### src/rtl/pwo_params_pkg.sv
// Arithmetic and memory geometry of the pointwise engine, ML-DSA prime only
// Stored coefficients are assumed already reduced below PWO_Q
`default_nettype none

package pwo_params_pkg;

    // ========================================
    // Modular arithmetic
    // ========================================

    // Q = 2^23 - 2^13 + 1, the folding reduction depends on this shape
    localparam logic [22:0] PWO_Q = 23'd8380417;

    // ========================================
    // Memory geometry
    // ========================================

    localparam int PWO_COEF_W     = 24;
    localparam int PWO_LANES      = 4;
    localparam int PWO_WORD_W     = PWO_COEF_W * PWO_LANES;
    localparam int PWO_ADDR_W     = 8;
    // N = 256 coefficients over 4 lanes
    localparam int PWO_PASS_WORDS = 64;

endpackage

`default_nettype wire

### src/rtl/pwo_types_pkg.sv
// Shared types for the pointwise engine ports
// Mode encoding 2'b11 is not named and behaves as pointwise multiply
`default_nettype none

package pwo_types_pkg;
    import pwo_params_pkg::*;

    // ========================================
    // Operation select
    // ========================================

    typedef enum logic [1:0] {
        pwm = 2'b00,
        pwa = 2'b01,
        pws = 2'b10
    } pwo_mode_t;

    // ========================================
    // Memory port request
    // ========================================

    // Read or write strobe with its word address
    typedef struct packed {
        logic                  en;
        logic [PWO_ADDR_W-1:0] addr;
    } mem_req_t;

    // ========================================
    // Coefficient word
    // ========================================

    // Lane 0 occupies the low bits of the word
    typedef struct packed {
        logic [PWO_COEF_W-1:0] lane3;
        logic [PWO_COEF_W-1:0] lane2;
        logic [PWO_COEF_W-1:0] lane1;
        logic [PWO_COEF_W-1:0] lane0;
    } coef_word_t;

endpackage

`default_nettype wire

### src/rtl/pwo_addr_seq.sv
// Pass sequencer, one A/B read pair per cycle then a fixed drain before done
// DRAIN_CYCLES must track the RAM read latency plus the lane ALU latency
`timescale 1ns/1ps
`default_nettype none

module pwo_addr_seq
    import pwo_params_pkg::*;
    import pwo_types_pkg::*;
#(
    parameter int ADDR_W     = PWO_ADDR_W,
    parameter int PASS_WORDS = PWO_PASS_WORDS
)
(
    input  wire              clk,
    input  wire              reset_n,
    input  wire              zeroize,
    input  wire              start,
    input  wire [ADDR_W-1:0] a_base,
    input  wire [ADDR_W-1:0] b_base,

    output mem_req_t         a_rd_req,
    output mem_req_t         b_rd_req,
    output logic             busy,
    output logic             done
);

    // One cycle of RAM read plus three ALU stages
    localparam int DRAIN_CYCLES = 4;
    localparam int CNT_W        = $clog2(PASS_WORDS + DRAIN_CYCLES);
    localparam logic [CNT_W-1:0] LAST_CNT = CNT_W'(PASS_WORDS + DRAIN_CYCLES - 1);
    localparam logic [CNT_W-1:0] READ_CNT = CNT_W'(PASS_WORDS);

    logic [CNT_W-1:0]  cnt;
    logic              issuing;
    logic [ADDR_W-1:0] offset;
    logic [ADDR_W-1:0] a_addr;
    logic [ADDR_W-1:0] b_addr;

    // ========================================
    // Pass control
    // ========================================

    // Counter runs from 0 through the read phase and on through the drain
    always_ff @(posedge clk or negedge reset_n) begin
        if (!reset_n) begin
            busy <= 1'b0;
            done <= 1'b0;
            cnt  <= '0;
        end
        else if (zeroize) begin
            // Abort without a done pulse
            busy <= 1'b0;
            done <= 1'b0;
            cnt  <= '0;
        end
        else begin
            done <= 1'b0;
            if (!busy) begin
                if (start) begin
                    busy <= 1'b1;
                    cnt  <= '0;
                end
            end
            else if (cnt == LAST_CNT) begin
                busy <= 1'b0;
                done <= 1'b1;
            end
            else begin
                cnt <= cnt + 1'b1;
            end
        end
    end

    // ========================================
    // Read requests
    // ========================================

    assign issuing = busy && (cnt < READ_CNT);
    assign offset  = ADDR_W'(cnt);

    // Both operands step together, wrapping inside the address space
    assign a_addr = a_base + offset;
    assign b_addr = b_base + offset;

    always_comb begin
        a_rd_req.en   = issuing;
        a_rd_req.addr = PWO_ADDR_W'(a_addr);
        b_rd_req.en   = issuing;
        b_rd_req.addr = PWO_ADDR_W'(b_addr);
    end

endmodule

`default_nettype wire

### config.mk
export PLATFORM = sky130hd
export DESIGN_NAME = pwo_addr_seq
export DESIGN_NICKNAME = d
export VERILOG_FILES = /design/src/rtl/pwo_params_pkg.sv /design/src/rtl/pwo_types_pkg.sv /design/src/rtl/pwo_addr_seq.sv
export SDC_FILE = /design/constraint.sdc
export NUM_CORES = 1
export LEC_CHECK = 0
export BUFFER_PORTS_ARGS = -buffer_cell sky130_fd_sc_hd__clkbuf_2
export CORE_UTILIZATION = 40
export CTS_CLUSTER_SIZE = 24
export DETAILED_ROUTE_END_ITERATION = 6
export PLACE_DENSITY = 0.69
export REMOVE_ABC_BUFFERS = 1
export SLEW_MARGIN = 20
export SYNTH_ARGS = -nofsm -noshare
export SYNTH_HDL_FRONTEND = slang
export SYNTH_SLANG_ARGS = --single-unit
### constraint.sdc
create_clock -name clk -period 5.25 [get_ports clk]
set_input_delay 0.2625 -clock clk [delete_from_list [all_inputs] [get_ports clk]]
set_output_delay 0.2625 -clock clk [all_outputs]
set_load 0.01 [all_outputs]
==> metrics <==
share of cells above drive strength 1=0.267; Worst Max-Slew Pin Slew=0.423 ns; WL/cell=12.1 um; Slowest cell on crit path=dfrtp_1; Hold Vio Cnt, Final=0; pre-CTS setup slack=3.08 ns; FF-to-FF setup slack=3.55 ns; clock latency on the worst-skew pair=0.27 ns; delay-heaviest family, CP=adder cells; dpl hpwl=1930 um; RSZ-0062 raised after global routing=false; Iteration-0 DRC Markers=15; Reg-to-Reg Start=cnt[4]; Design Power=0.000186 W; main area contributors after synthesis=dfrtp_1 (21%), ha_1 (17%), xnor2_1 (5.6%); total gr overflow=0; H-tree levels=1; Stages on worst setup path=7; die area=0.00293 mm2; CTS tree=yes; Initial Utilization=0.431; part of the cycle the worst path needs=0.468; Die X=54.1 um; Root Driver=clkbuf_4; Finished Cell Area=0.00133 mm2; DR vias/cell=5.38; post-route ant nets=0; DR pass1 iterations=4; Critical Path Sink=b_rd_req[6]; WP buf/inv=1; storage element area=225 um2; worst-case clock buffer depth=2; post-synthesis register bit count=9; Yosys top cell area share=0.207; kind of critical path=reg -> out; Synth top cells by count=ha_1 (15), a21oi_1 (12), nor2_1 (11); number of global-route vias before repair=943; # clock sinks=9; top_reg_cell synth=dfrtp_1; Worst Hold Class=in -> reg; Tmin final=2.46 ns; CP max FO=7; initial antenna violation count=0; CP Launch Type=register; critical path cell sequence=ha_1 -> fa_1 -> a21o_1 -> a21oi_1 -> nand4b_1 -> nand3_1 -> clkbuf_2; area of the multi-input gates=802 um2; Max Cap Viol=0; worst path required time=4.99 ns; Syn Area/Cell=8.24 um2; Setup TNS=0 ns; library cells used by synthesis=34; most frequent cell after synthesis=ha_1; Cells after Synth=132; # DRC=0; post-synth top area cell=dfrtp_1; setup bufs post-CTS=0; via count=1086; Worst Slack Setup Final=2.79 ns; Slew headroom=0.714; GP Congestion=0.801; n_diodes=0; area of the mapped netlist=0.00109 mm2; asr flop ratio synth=1.00; row count=18; PortBufs=39; CTS resizes=0; Post-synth EDFFs=0; Layout Nets=210; Power Density=140 mW/mm2; max incr delay on CP=0.47 ns; Slew Limit Fails=0; Core Region=0.00252 mm2; reg2reg end=cnt[0]; total CTS buffers=3; # setup viols final=0; placed inst area=0.00130 mm2; Synth warnings=0; I/O pins=40; largest net degree at the start of global routing=11; worst vdd ir=0.000131 V; FMAX=407 MHz; worst-case reg-to-reg path depth=4; Fill cells=243; clk slew on worst S/H paths=0.06 ns; register area share after synthesis=0.207; Die Y=54.1 um; Crit. Startpoint=cnt[0]; CP Capture Type=primary output; Total GRT Usage=0.181; Leak Pwr=0.700 nW; final WL=2440 um; first-pass GRT wire length=3900 um; clk_skew=0.00854 ns; critical path arrival=2.20 ns; status=complete, no violations; area delta synth->final=22.7%
layout by cell type (no fill, tap or decap), drive strengths merged, types with 3 or more instances in the layout:
| master | Yosys | routed |
|---|---|---|
| clkbuf | 1 | 43 |
| ha | 15 | 15 |
| a21oi | 12 | 12 |
| nor2 | 11 | 11 |
| inv | 10 | 10 |
| dfrtp | 9 | 9 |
| xnor2 | 7 | 7 |
| nor3 | 6 | 6 |
| nand3 | 6 | 6 |
| o21ai | 6 | 6 |
| o21a | 5 | 5 |
| and3 | 5 | 5 |
| a21o | 4 | 4 |
| xor2 | 4 | 4 |
| nand2b | 4 | 4 |
| a31oi | 3 | 3 |
worst min-delay path by stage:
| stage | start | end | cells past startpoint |
|---|---|---|---|
| 6_report | zeroize | cnt[3] | 2 |
| 5_1_grt | zeroize | cnt[6] | 2 |
| 2_1_floorplan | reset_n | busy | 0 |
| 3_5_place_dp | reset_n | busy | 1 |
| 3_3_place_gp | reset_n | cnt[1] | 1 |
| 4_1_cts | zeroize | cnt[3] | 2 |
cells by family after synthesis:
kind of cell	Yosys count	synth area share
compound gates	37	0.215
xor+xnor	11	0.0886
fa+ha+maj	17	0.209
buf+inv	14	0.0552
flops	9	0.207
simple gates	44	0.224
what timing repair did:
item,4_1_cts,5_1_grt
setup endpoints to repair,0,0
hold endpoints to repair,9,0
hold buffers,1,0
cell type report:
cell class              instances  share of cell area
multi-input cells             109               0.601
well taps                      30              0.0281
inverters                      10              0.0281
repair buffers                 40               0.154
clock buffers                   4              0.0197
flip-flops and latches          9               0.169
per-stage QoR:
stage / util / hold slack (ns) / instances
floorplan: - / -0.0331 / 128
global placement: 0.514 / 0.131 / 197
detailed placement: 0.514 / 0.131 / 197
CTS: 0.529 / 0.271 / 202
global route: 0.529 / 0.288 / 202
finish: 0.529 / 0.284 / 202
power breakdown:
group,switching [W],total (W),internal (W)
clock network,0.0000260,0.0000554,0.0000294
logic,0.0000306,0.0000571,0.0000265
registers,0.00000322,0.0000738,0.0000706
total,0.0000599,0.000186,0.000126
sequential cells by signal, indices dropped and copies added, names as in the netlist:
name  flops
cnt       7
done      1
busy      1
metal layers:
layer,vias up,global-route usage,share of wire
met5,-,0,0
met2,42,0.303,0.45
met1,482,0.235,0.47
li1,557,-,-
met4,0,0.0684,0.021
met3,5,0.0198,0.058
No activity file was read; power rests on OpenSTA's default activity.
